<file path="src/hdl/cpu_pkg.sv">
`default_nettype none

package cpu_pkg;

	typedef logic [15:0] word_t;		// Data, address and instruction word
	typedef logic [2:0] reg_num_t;		// General register number
	typedef logic [3:0] flags_t;		// Status word flags

	typedef enum logic [3:0]
	{
		OP_ADD = 4'd0,
		OP_SUB = 4'd1,
		OP_AND = 4'd2,
		OP_XOR = 4'd3,
		OP_MOV = 4'd4,
		OP_MOVL = 4'd5,
		OP_MOVH = 4'd6,
		OP_LD = 4'd7,
		OP_ST = 4'd8,
		OP_BR = 4'd9,
		OP_SETCC = 4'd10,
		OP_CLRCC = 4'd11
	} opcode_t;							// Codes 12 to 15 do nothing

	typedef enum logic [2:0] {ALU_ADD, ALU_SUB, ALU_AND, ALU_XOR, ALU_PASS} alu_op_t;

	localparam int FLAG_C = 0;			// Carry, set on no borrow for SUB
	localparam int FLAG_Z = 1;			// Zero
	localparam int FLAG_N = 2;			// Negative
	localparam int FLAG_V = 3;			// Signed overflow

	typedef enum logic [3:0]
	{
		COND_EQ, COND_NE, COND_CS, COND_CC,
		COND_MI, COND_PL, COND_VS, COND_VC,
		COND_AL
	} cond_t;							// Codes 9 to 15 never branch

	typedef enum logic [1:0] {S_FETCH, S_EXECUTE, S_MEMORY, S_HALTED} seq_state_t;

	localparam word_t RESET_PC = 16'h0000;	// First fetch address
	localparam word_t PC_STEP = 16'd2;		// Byte addresses of words

endpackage

`default_nettype wire

</file>
<file path="src/hdl/cpu_interfaces.sv">
`timescale 1ns/1ps
`default_nettype none

// Wishbone classic link between one master and the arbiter
interface wb_if;
	import cpu_pkg::*;

	word_t adr;
	word_t dat_w;
	word_t dat_r;
	logic we;
	logic cyc;
	logic stb;
	logic ack;

	modport master (output adr, dat_w, we, cyc, stb, input dat_r, ack);
	modport slave (input adr, dat_w, we, cyc, stb, output dat_r, ack);
endinterface

interface fetch_if;
	import cpu_pkg::*;

	logic valid;						// Buffer holds an instruction
	word_t instr;
	word_t pc;							// Address of instr
	logic take;							// Sequencer consumes instr
	logic redirect;						// One cycle, flushes the prefetch
	word_t target;

	modport fetch (output valid, instr, pc, input take, redirect, target);
	modport sequencer (input valid, instr, pc, output take, redirect, target);
endinterface

interface lsu_if;
	import cpu_pkg::*;

	logic start;						// One cycle request
	logic write;						// ST when high
	word_t addr;
	word_t wdata;
	word_t rdata;						// Valid with done
	logic done;

	modport unit (input start, write, addr, wdata, output rdata, done);
	modport sequencer (output start, write, addr, wdata, input rdata, done);
endinterface

`default_nettype wire

</file>
<file path="src/hdl/alu.sv">
`timescale 1ns/1ps
`default_nettype none

module alu (
	input wire cpu_pkg::alu_op_t op,
	input wire cpu_pkg::word_t a,
	input wire cpu_pkg::word_t b,
	input wire cpu_pkg::flags_t flags_in,
	output cpu_pkg::word_t result,
	output cpu_pkg::flags_t flags_out
);
	import cpu_pkg::*;

	word_t b_eff;						// b, or its inverse for SUB
	logic [16:0] sum;					// Carry in bit 16

	always_comb
	begin
		b_eff = (op == ALU_SUB) ? ~b : b;
		sum = {1'b0, a} + {1'b0, b_eff} + {16'd0, op == ALU_SUB};	// Plus one completes a - b
		flags_out = flags_in;			// PASS keeps everything
		case (op)
			ALU_ADD, ALU_SUB:
			begin
				result = sum[15:0];
				flags_out[FLAG_C] = sum[16];
				flags_out[FLAG_V] = (a[15] == b_eff[15]) && (sum[15] != a[15]);	// Same signs in, other out
			end
			ALU_AND:
			begin
				result = a & b;
				flags_out[FLAG_V] = 1'b0;	// C kept
			end
			ALU_XOR:
			begin
				result = a ^ b;
				flags_out[FLAG_V] = 1'b0;
			end
			default: result = b;		// MOV path
		endcase
		if (op != ALU_PASS)
		begin
			flags_out[FLAG_Z] = (result == '0);
			flags_out[FLAG_N] = result[15];
		end
	end

endmodule

`default_nettype wire

</file>
<file path="src/hdl/reg_file.sv">
`timescale 1ns/1ps
`default_nettype none

module reg_file (
	input wire clock,
	input wire reset,
	input wire cpu_pkg::reg_num_t rd_a,
	input wire cpu_pkg::reg_num_t rd_b,
	output cpu_pkg::word_t data_a,
	output cpu_pkg::word_t data_b,
	input wire we,
	input wire cpu_pkg::reg_num_t wr_num,
	input wire cpu_pkg::word_t wr_data
);
	import cpu_pkg::*;

	word_t regs [8];					// R0 to R7

	always_ff @(posedge clock)
	begin
		if (reset)
		begin
			for (int i = 0; i < 8; i++)
				regs[i] <= '0;			// All registers start at zero
		end
		else if (we)
			regs[wr_num] <= wr_data;
	end

	assign data_a = regs[rd_a];			// Reads see the old value until the edge
	assign data_b = regs[rd_b];

endmodule

`default_nettype wire

</file>
<file path="src/hdl/fetch_unit.sv">
`timescale 1ns/1ps
`default_nettype none

module fetch_unit (
	input wire clock,
	input wire reset,
	wb_if.master bus,
	fetch_if.fetch fe
);
	import cpu_pkg::*;

	word_t fetch_addr;					// Next address to request
	word_t req_adr;						// Address of the fetch on the bus
	word_t buf_instr;
	word_t buf_pc;
	logic buf_valid;
	logic busy;							// Fetch in flight
	logic discard;						// In-flight data belongs to a flushed path
	logic taking;
	logic acked;
	logic start;

	assign taking = buf_valid && fe.take;
	assign acked = busy && bus.ack;
	assign start = !busy && (!buf_valid || taking) && !fe.redirect;	// Keep one word ahead

	always_ff @(posedge clock)
	begin
		if (reset)
		begin
			fetch_addr <= RESET_PC;
			busy <= 1'b0;
			discard <= 1'b0;
			buf_valid <= 1'b0;
		end
		else
		begin
			if (start)
			begin
				busy <= 1'b1;
				fetch_addr <= fetch_addr + PC_STEP;
			end
			else if (acked)
				busy <= 1'b0;
			if (fe.redirect)
			begin
				fetch_addr <= fe.target;	// Resume at the branch target
				buf_valid <= 1'b0;
				discard <= busy && !acked;	// Drop the late word when it lands
			end
			else if (acked)
			begin
				buf_valid <= !discard;
				discard <= 1'b0;
			end
			else if (taking)
				buf_valid <= 1'b0;
		end
	end

	always_ff @(posedge clock)
	begin
		if (start)
			req_adr <= fetch_addr;
		if (acked)
		begin
			buf_instr <= bus.dat_r;
			buf_pc <= req_adr;
		end
	end

	assign bus.adr = req_adr;
	assign bus.dat_w = '0;				// Fetch never writes
	assign bus.we = 1'b0;
	assign bus.cyc = busy;
	assign bus.stb = busy;
	assign fe.valid = buf_valid;
	assign fe.instr = buf_instr;
	assign fe.pc = buf_pc;

endmodule

`default_nettype wire

</file>
<file path="src/hdl/load_store_unit.sv">
`timescale 1ns/1ps
`default_nettype none

module load_store_unit (
	input wire clock,
	input wire reset,
	wb_if.master bus,
	lsu_if.unit ls
);
	import cpu_pkg::*;

	logic busy;							// Transfer held on the bus
	logic write_q;
	word_t addr_q;
	word_t wdata_q;

	always_ff @(posedge clock)
	begin
		if (reset)
		begin
			busy <= 1'b0;
			write_q <= 1'b0;
		end
		else if (ls.start)
		begin
			busy <= 1'b1;				// cyc one cycle after start
			write_q <= ls.write;
		end
		else if (busy && bus.ack)
			busy <= 1'b0;
	end

	always_ff @(posedge clock)
	begin
		if (ls.start)
		begin
			addr_q <= ls.addr;
			wdata_q <= ls.wdata;
		end
	end

	assign bus.adr = addr_q;
	assign bus.dat_w = wdata_q;
	assign bus.we = write_q;
	assign bus.cyc = busy;
	assign bus.stb = busy;
	assign ls.done = busy && bus.ack;	// Single cycle pulse on the ack
	assign ls.rdata = bus.dat_r;		// LD data taken into the register file on done

endmodule

`default_nettype wire

</file>
<file path="src/hdl/bus_arbiter.sv">
`timescale 1ns/1ps
`default_nettype none

module bus_arbiter (
	input wire clock,
	input wire reset,
	wb_if.slave fetch_bus,
	wb_if.slave data_bus,
	output cpu_pkg::word_t wb_adr,
	output cpu_pkg::word_t wb_dat_w,
	output logic wb_we,
	output logic wb_cyc,
	output logic wb_stb,
	input wire cpu_pkg::word_t wb_dat_r,
	input wire wb_ack
);
	import cpu_pkg::*;

	typedef enum logic [1:0] {OWN_NONE, OWN_FETCH, OWN_DATA} owner_t;

	owner_t owner;						// Held grant
	owner_t grant;						// Grant in effect this cycle

	always_comb
	begin
		if (owner != OWN_NONE)
			grant = owner;				// Locked until the owner's ack
		else if (data_bus.cyc)
			grant = OWN_DATA;			// Load/store wins a tie
		else if (fetch_bus.cyc)
			grant = OWN_FETCH;
		else
			grant = OWN_NONE;
	end

	always_ff @(posedge clock)
	begin
		if (reset)
			owner <= OWN_NONE;
		else if (wb_ack)
			owner <= OWN_NONE;			// Free again after the transfer ends
		else
			owner <= grant;
	end

	always_comb
	begin
		wb_adr = '0;
		wb_dat_w = '0;
		wb_we = 1'b0;
		wb_cyc = 1'b0;
		wb_stb = 1'b0;
		case (grant)
			OWN_DATA:
			begin
				wb_adr = data_bus.adr;
				wb_dat_w = data_bus.dat_w;
				wb_we = data_bus.we;
				wb_cyc = data_bus.cyc;
				wb_stb = data_bus.stb;
			end
			OWN_FETCH:
			begin
				wb_adr = fetch_bus.adr;
				wb_dat_w = fetch_bus.dat_w;
				wb_we = fetch_bus.we;
				wb_cyc = fetch_bus.cyc;
				wb_stb = fetch_bus.stb;
			end
			default: wb_cyc = 1'b0;		// Bus idle
		endcase
	end

	assign fetch_bus.dat_r = wb_dat_r;
	assign data_bus.dat_r = wb_dat_r;
	assign fetch_bus.ack = wb_ack && (grant == OWN_FETCH);	// Only the owner sees ack
	assign data_bus.ack = wb_ack && (grant == OWN_DATA);

endmodule

`default_nettype wire

</file>
<file path="src/hdl/control_sequencer.sv">
`timescale 1ns/1ps
`default_nettype none

module control_sequencer (
	input wire clock,
	input wire reset,
	fetch_if.sequencer fe,
	lsu_if.sequencer ls,
	input wire cpu_pkg::word_t brkpnt,
	output logic halted,
	output cpu_pkg::reg_num_t rf_rd_a,
	output cpu_pkg::reg_num_t rf_rd_b,
	input wire cpu_pkg::word_t rf_data_a,
	input wire cpu_pkg::word_t rf_data_b,
	output logic rf_we,
	output cpu_pkg::reg_num_t rf_wr_num,
	output cpu_pkg::word_t rf_wr_data,
	output cpu_pkg::alu_op_t alu_op_sel,
	input wire cpu_pkg::word_t alu_result,
	input wire cpu_pkg::flags_t alu_flags,
	output cpu_pkg::flags_t psw
);
	import cpu_pkg::*;

	seq_state_t state;
	word_t ir;							// Instruction being run
	word_t cur_pc;						// Its address
	opcode_t opcode;
	cond_t cond;
	logic is_alu_op;
	logic sets_flags;
	logic is_mem_op;
	logic br_taken;

	function automatic logic cond_true(input cond_t c, input flags_t f);
		logic t;
		case (c)
			COND_EQ: t = f[FLAG_Z];
			COND_NE: t = !f[FLAG_Z];
			COND_CS: t = f[FLAG_C];
			COND_CC: t = !f[FLAG_C];
			COND_MI: t = f[FLAG_N];
			COND_PL: t = !f[FLAG_N];
			COND_VS: t = f[FLAG_V];
			COND_VC: t = !f[FLAG_V];
			COND_AL: t = 1'b1;
			default: t = 1'b0;			// Unused codes never branch
		endcase
		return t;
	endfunction

	assign opcode = opcode_t'(ir[15:12]);
	assign cond = cond_t'(ir[11:8]);
	assign is_alu_op = opcode inside {OP_ADD, OP_SUB, OP_AND, OP_XOR, OP_MOV};
	assign sets_flags = opcode inside {OP_ADD, OP_SUB, OP_AND, OP_XOR};	// MOV leaves psw
	assign is_mem_op = opcode inside {OP_LD, OP_ST};
	assign br_taken = (opcode == OP_BR) && cond_true(cond, psw);

	assign rf_rd_a = ir[11:9];			// Destination, or ST address
	assign rf_rd_b = ir[8:6];			// Source, LD address, or ST data
	assign rf_wr_num = ir[11:9];
	assign rf_we = ((state == S_EXECUTE) && (is_alu_op || opcode inside {OP_MOVL, OP_MOVH}))
		|| ((state == S_MEMORY) && ls.done && (opcode == OP_LD));

	always_comb
	begin
		case (opcode)
			OP_MOVL: rf_wr_data = {rf_data_a[15:8], ir[7:0]};	// High byte kept
			OP_MOVH: rf_wr_data = {ir[7:0], rf_data_a[7:0]};	// Low byte kept
			OP_LD: rf_wr_data = ls.rdata;
			default: rf_wr_data = alu_result;
		endcase
		case (opcode)
			OP_ADD: alu_op_sel = ALU_ADD;
			OP_SUB: alu_op_sel = ALU_SUB;
			OP_AND: alu_op_sel = ALU_AND;
			OP_XOR: alu_op_sel = ALU_XOR;
			default: alu_op_sel = ALU_PASS;
		endcase
	end

	assign fe.take = (state == S_FETCH) && fe.valid && (fe.pc != brkpnt);
	assign fe.redirect = (state == S_EXECUTE) && br_taken;
	assign fe.target = cur_pc + PC_STEP + {{7{ir[7]}}, ir[7:0], 1'b0};	// Word offset to bytes

	assign ls.start = (state == S_EXECUTE) && is_mem_op;	// One cycle
	assign ls.write = (opcode == OP_ST);
	assign ls.addr = (opcode == OP_ST) ? rf_data_a : rf_data_b;
	assign ls.wdata = rf_data_b;

	assign halted = (state == S_HALTED);

	always_ff @(posedge clock)
	begin
		if (reset)
		begin
			state <= S_FETCH;
			psw <= '0;
		end
		else
		begin
			case (state)
				S_FETCH:
				begin
					if (fe.valid)
						state <= (fe.pc == brkpnt) ? S_HALTED : S_EXECUTE;	// Stop before it runs
				end
				S_EXECUTE:
				begin
					state <= is_mem_op ? S_MEMORY : S_FETCH;
					if (sets_flags)
						psw <= alu_flags;
					else if (opcode == OP_SETCC)
						psw <= psw | ir[3:0];
					else if (opcode == OP_CLRCC)
						psw <= psw & ~ir[3:0];
				end
				S_MEMORY:
				begin
					if (ls.done)
						state <= S_FETCH;	// Wait states hold us here
				end
				default: state <= S_HALTED;	// Only reset leaves
			endcase
		end
	end

	always_ff @(posedge clock)
	begin
		if (fe.take)
		begin
			ir <= fe.instr;
			cur_pc <= fe.pc;
		end
	end

endmodule

`default_nettype wire

</file>
<file path="src/hdl/cpu_core.sv">
`timescale 1ns/1ps
`default_nettype none

module cpu_core (
	input wire clock,
	input wire reset,
	output cpu_pkg::word_t wb_adr,
	output cpu_pkg::word_t wb_dat_w,
	output logic wb_we,
	output logic wb_cyc,
	output logic wb_stb,
	input wire cpu_pkg::word_t wb_dat_r,
	input wire wb_ack,
	input wire cpu_pkg::word_t brkpnt,
	output logic halted
);
	import cpu_pkg::*;

	wb_if wb_fetch ();					// Fetch master to arbiter
	wb_if wb_data ();					// Load/store master to arbiter
	fetch_if fe_link ();
	lsu_if ls_link ();

	reg_num_t rf_rd_a;
	reg_num_t rf_rd_b;
	reg_num_t rf_wr_num;
	word_t rf_data_a;
	word_t rf_data_b;
	word_t rf_wr_data;
	logic rf_we;
	alu_op_t alu_op_sel;
	word_t alu_result;
	flags_t alu_flags;
	flags_t psw;

	fetch_unit u_fetch (.clock(clock), .reset(reset), .bus(wb_fetch), .fe(fe_link));

	load_store_unit u_lsu (.clock(clock), .reset(reset), .bus(wb_data), .ls(ls_link));

	bus_arbiter u_arbiter (.clock(clock), .reset(reset), .fetch_bus(wb_fetch),
		.data_bus(wb_data), .wb_adr(wb_adr), .wb_dat_w(wb_dat_w), .wb_we(wb_we),
		.wb_cyc(wb_cyc), .wb_stb(wb_stb), .wb_dat_r(wb_dat_r), .wb_ack(wb_ack));

	control_sequencer u_seq (.clock(clock), .reset(reset), .fe(fe_link), .ls(ls_link),
		.brkpnt(brkpnt), .halted(halted), .rf_rd_a(rf_rd_a), .rf_rd_b(rf_rd_b),
		.rf_data_a(rf_data_a), .rf_data_b(rf_data_b), .rf_we(rf_we), .rf_wr_num(rf_wr_num),
		.rf_wr_data(rf_wr_data), .alu_op_sel(alu_op_sel), .alu_result(alu_result),
		.alu_flags(alu_flags), .psw(psw));

	reg_file u_regs (.clock(clock), .reset(reset), .rd_a(rf_rd_a), .rd_b(rf_rd_b),
		.data_a(rf_data_a), .data_b(rf_data_b), .we(rf_we), .wr_num(rf_wr_num),
		.wr_data(rf_wr_data));

	// ALU operands come straight from the two read ports and the status word
	alu u_alu (.op(alu_op_sel), .a(rf_data_a), .b(rf_data_b), .flags_in(psw),
		.result(alu_result), .flags_out(alu_flags));

endmodule

`default_nettype wire

</file>
<file path="config.mk">
export PLATFORM = sky130hd
export DESIGN_NAME = cpu_core
export DESIGN_NICKNAME = d
export VERILOG_FILES = /design/src/hdl/cpu_pkg.sv /design/src/hdl/cpu_interfaces.sv /design/src/hdl/alu.sv /design/src/hdl/reg_file.sv /design/src/hdl/fetch_unit.sv /design/src/hdl/load_store_unit.sv /design/src/hdl/bus_arbiter.sv /design/src/hdl/control_sequencer.sv /design/src/hdl/cpu_core.sv
export SDC_FILE = /design/constraint.sdc
export NUM_CORES = 1
export LEC_CHECK = 0
export ABC_AREA = 1
export BUFFER_PORTS_ARGS = -buffer_cell sky130_fd_sc_hd__buf_2
export CORE_MARGIN = 3
export CORE_UTILIZATION = 39
export CTS_CLUSTER_SIZE = 16
export DETAILED_ROUTE_END_ITERATION = 6
export GPL_ROUTABILITY_DRIVEN = 1
export PLACE_DENSITY = 0.51
export SYNTH_ARGS = -nofsm -noshare
export SYNTH_HDL_FRONTEND = slang
export SYNTH_SLANG_ARGS = --single-unit
</file>
<file path="constraint.sdc">
create_clock -name clock -period 3.9 [get_ports clock]
set_input_delay 0.78 -clock clock [delete_from_list [all_inputs] [get_ports clock]]
set_output_delay 0.78 -clock clock [all_outputs]
set_load 0.005 [all_outputs]
</file>
Word level (Yosys, flattened, before mapping)
Memories as Yosys holds them, arrays and structs flattened. A register that Yosys moved wholly into a read port is not among the register bits. Index checks and enable logic that the tools add are counted.

Memories kept: 1. Output and inout bits: 36. Input bits: 35. Flip-flop bits (word level): 141. RAM bits: 128. Word-level logic and storage cells: 164.

Memories: u_regs.regs (words 8, width 16, rd ports 2, clocked after Yosys merged registers in 2, wr ports 8, RTL line reg_file.sv:17) `word_t regs [8];`.

Bitwise operators: 6. Reduce and logical (&&, ||, !) cells: 54. Add/sub/neg operators: 5. Eq/ne operators: 37. Muxes and demuxes: 43.

Operators with widths (number): $mux W16 (6); $pmux W16 S3 (2); $add A16 B2 Y16 const B (2); $eq A4 B3 Y1 const B (8); $pmux W16 S2 (1); $eq A4 B4 Y1 const B (5); $add A16 B16 Y17 (1); $add A17 B1 Y17 (1); $logic_and A1 B1 Y1 (17); $add A16 B16 Y16 (1); $and A16 B16 Y16 (1); $eq A16 B16 Y1 (1); $eq A4 B2 Y1 const B (4); $logic_not A16 Y1 (1); $mux W1 (16); $ne A16 B16 Y1 (1); $not A16 Y16 (1); $reduce_bool A2 Y1 (8); $reduce_or A16 Y1 (1); $xor A16 B16 Y16 (1); $mux W2 (7); $mux W4 (3); $pmux W3 S4 (1); $logic_not A1 Y1 (9); other kinds (28) (46).

Depth between registers and ports, before layout
Depth after elaboration: 14. Depth in mapped cells: 27. Gate-level depth less buffers: 25.

Hierarchy
Synthesis repeated with hierarchy kept, for this count alone.

Cell total of the unflattened synthesis: 2338. Area total of the unflattened synthesis: 17797.1 um2.

By module, submodules not included: reg_file (times used 1, seq. area each 3843.7 um2, area an instance 7532.2 um2, cells an instance 1032); control_sequencer (times used 1, seq. area each 1081.0 um2, area an instance 3524.6 um2, cells an instance 497); fetch_unit (times used 1, seq. area each 1821.7 um2, area an instance 2736.4 um2, cells an instance 249); alu (times used 1, seq. area each 0.0 um2, area an instance 1876.8 um2, cells an instance 331); load_store_unit (times used 1, seq. area each 1001.0 um2, area an instance 1168.6 um2, cells an instance 60); bus_arbiter (times used 1, seq. area each 40.0 um2, area an instance 958.4 um2, cells an instance 169).

Worst setup path before layout
OpenSTA, ideal clock, no wires.

Kind: register -> register. From: register (tool-made name). To: memory u_regs.regs[0][9] (netlist bit) (data pin). Library setup time: 266 ps. Slack: 691 ps. Arrival: 2943 ps. Clock period less this slack: 3209 ps. Stages on the path, launching flop included: 19. Required time: 3634 ps. Buffers on the path: 4. Cells stage by stage: dfxtp_1 buf_4 inv_2 buf_6 buf_6 buf_2 o21ai_0 a31oi_1 ha_1 a21oi_1 o21ai_0 a21oi_1 nand3_1 nand2_1 nor2_1 nor2_1 nor2_1 a211oi_4 nor2_1.

RTL lines (RTL line): end: declaration (reg_file.sv:17).

==> impl_metrics.csv <==
group,metric,value,unit
clock_network,cts_hold_buf,0,
logic_synthesis,avgSynthCellArea,8.71,µm²
setup_path,crit_chain,"inv_4 > buf_8 > nor2_1 > o21ai_0 > nand2_1 > nand2_1 > nand2_1 > xor2_1 > ha_1 > a21oi_1 > nor3_1 > a2111oi_2 > buf_4 > nand2_2 > nand2_1 > nand3_4 > o21ai_4 > a21oi_1",
setup_path,cp-end-kind,"flop",
detailed_routing,dr.pass1.iters,5,
cells_and_area,fin_util,0.463,
die,io_pins,71,
die,die_h,209,µm
run_status,run_status,"finished clean",
clock_network,ctsHtreeMaxLevel,2,
sta,min_period_over_period,0.954,
setup_path,critical-path-slowest-cell,"a2111oi_2",
die,rows,73,
clock_network,cts_tree,"yes",
logic_synthesis,synth_ff_type,"edfxtp_1",
cells_and_area,syn2layout_area_growth,15.9,%
clock_network,clk_pin_slew,60,ps
power_and_ir_drop,p_leak,0.00764,µW
logic_synthesis,synth_commonest_cells,"nand2_1, nor2_1, edfxtp_1",
detailed_routing,drt-initial-drc-count,1413,
cells_and_area,nets,2054,
logic_synthesis,ys_warn_count,0,
worst_hold_path,hold_class,"reg2reg",
detailed_routing,ant_nets,0,
grt,grt_pass1_wl,79700,µm
power_and_ir_drop,power_density,512,mW/mm²
run,max_cap_viol_count,0,
clock_network,clock-root-buffer,"clkbuf_16",
setup_path,critical_path_arrival,3990,ps
clock_network,cts_sinks,275,
die,fp.dieArea,0.0436,mm²
cells_and_area,final_cells,2500,
setup_path,worstPathRequired,4170,ps
detailed_routing,vias_per_cell,5.38,
grt,grt_pass1_vias,12885,
grt,grt-ovfl-total,0,
sta,relSlewSlack,0.444,
logic_synthesis,yosys-top-cells-area,"edfxtp_1, nand2_1, nor2_1",
logic_synthesis,synth-edff-count,240,
detailed_routing,vias,13451,
logic_synthesis,async_reset_ff_frac,0,
clock_network,cts_buffers,34,
setup_path,rr_worst_depth,18,
die,core_area,0.0402,mm²
logic_synthesis,synth_nets,1947,
logic_synthesis,synth_most_common_cell,"nand2_1",
grt,grt_use_total,0.240,
place,place_inst,2434,
sta,drv_slew,0,
logic_synthesis,ys_seq_area_frac,0.493,
setup_path,reg2reg_to,"u_regs.regs[1][15]",
setup_path,critical_path.max_stage_delay,400,ps
setup_path,path_class,"reg2reg",
cells_and_area,final_area,0.0186,mm²
cells_and_area,drive_gt1_frac,0.146,
sta,worst_pin_slew,833,ps
setup_path,r2r_slack,180,ps
detailed_routing,wl_per_cell,21.4,µm
detailed_routing,wirelength,53400,µm
setup_path,crit_path_frequent_cell,"nand2_1",
setup_path,critPathMaxFanout,22,
worst_hold_path,min_to,"u_seq.ir[4]",
detailed_routing,route.detailed.drc,0,
setup_path,startpoint_type,"flop",
grt,antenna_found_initial,0,
place,gp_congestion,0.926,
power_and_ir_drop,power,9510,µW
logic_synthesis,synth_cell_types,58,
die,fp.dieW,209,µm
grt,grt_start_max_net_pins,52,
sta,fin_worst_skew,22.8,ps
worst_hold_path,hp-start,"u_fetch.fe.instr[4]",
place,pre_cts_slack,141,ps
place,port-buffer-count,70,
logic_synthesis,synth-seq-cells,275,
worst_hold_path,hold_path_depth,0,
clock_network,clk_latency,560,ps
cells_and_area,antennaDiodeCount,0,
clock_network,clock_path_buffers,3,
logic_synthesis,syn-instance-count,1842,
sta,setup_ws,181,ps
sta,fmaxAchievable,269,MHz
sta,finalHoldViolations,0,
logic_synthesis,syn-cell-area,0.0160,mm²
sta,setup-violations-final,0,
place,place.detailed.hpwl,37700,µm
logic_synthesis,yosys.area.top_type,"edfxtp_1",
sta,min_period,3720,ps
die,start_util,0.399,
power_and_ir_drop,vdd_drop_max,323,µV
place,place_area,0.0173,mm²
logic_synthesis,synth_top_area_frac,0.449,
-- metrics by stage --
stage | hold slack [ps] | TNS [ps]
after detailed placement | 406 | 0
after CTS | 411 | 0
after global placement | 404 | 0
after floorplan | 400 | 0
final | 411 | 0
after global routing | 418 | -36.6
-- state kept, by name (all words and copies together), names as in the netlist, 16 cells and up, named ones only --
name                count
u_fetch.fetch_addr     16
u_fetch.fe.pc          16
u_seq.cur_pc           16
u_lsu.bus.dat_w        16
u_seq.ir               16
u_lsu.bus.adr          16
u_regs.regs           128
u_fetch.fe.instr       16
u_fetch.bus.adr        16
-- power by group --
part | total, µW | internal, µW | switching, µW | leakage (µW)
Sequential | 3580 | 3440 | 146 | 0.00265
Combinational | 2540 | 849 | 1690 | 0.00441
Clock | 3390 | 2030 | 1360 | 0.000576
Total | 9510 | 6320 | 3190 | 0.00764
-- timing repair --
| item | CTS | global route |
|---|---|---|
| setup endpoints to repair | 0 | 41 |
| resized for setup | 0 | 26 |
| buffers inserted | 0 | 4 |
| endpoints found under the hold margin | 0 | 0 |
-- layout by cell type, fill, tap and decap left out, types with 6 or more instances in the layout --
cell type / count
nand2_1: 370
nor2_1: 262
edfxtp_1: 240
o21ai_0: 168
a21oi_1: 161
inv_1: 156
nand3_1: 77
buf_4: 73
buf_2: 70
ha_1: 67
clkbuf_16: 34
xor2_1: 32
dfxtp_1: 32
xnor2_1: 18
o21ai_1: 14
nor3_1: 10
a22o_1: 10
nand4_1: 9
inv_2: 9
nand2_2: 9
a31oi_1: 8
nand3_2: 8
buf_12: 8
o22ai_1: 7
nand2_4: 7
clkinv_2: 7
clkinv_1: 6
a221oi_1: 6
bufinv_16: 6
-- critical path, delay by kind of cell (launching register included) --
family                   cells  cell delay [ps]
AO/OA/AOI/OAI                5             1210
AND/OR/NAND/NOR              8              710
buffers and inverters        3              550
adder cells (fa/ha/maj)      1              380
flip-flops                   1              370
XOR/XNOR                     1              210
-- how the worst max path moves through the flow --
stage                     start  slack (ps)                 end  cells past startpoint
after floorplan            flop         690   u_regs.regs[0][9]                     18
after global placement     flop         210  u_regs.regs[6][15]                     19
after detailed placement   flop         140  u_regs.regs[3][15]                     18
after CTS                  flop         120  u_regs.regs[7][15]                     18
after global routing       flop         -20  u_regs.regs[6][15]                     16
final                      flop         180  u_regs.regs[1][15]                     18
-- area by class of cell --
type                       count  area, µm²
sequential                   275       7910
inverter                     169        639
multi-input combinational   1314       7070
clock inverter                27        347
timing repair buffer         155       1110
clock buffer                  35        855
fill                        3848      21600
tap                          525        657
-- per-layer routing --
metal / track usage / part of all wire / wire length, µm
met5: 0 / 0 / 0
met3: 0.0339 / 0.069 / 3700
met2: 0.382 / 0.45 / 24300
met4: 0.0988 / 0.039 / 2060
met1: 0.332 / 0.44 / 23400
-- logic make-up after synthesis --
group	count (synthesis)	synth area share
xor+xnor	50	0.0273
buf+inv	253	0.0702
compound gates	424	0.154
flops	275	0.493
fa+ha+maj	70	0.0555
simple gates	770	0.200
No activity file was read; power rests on OpenSTA's default activity.
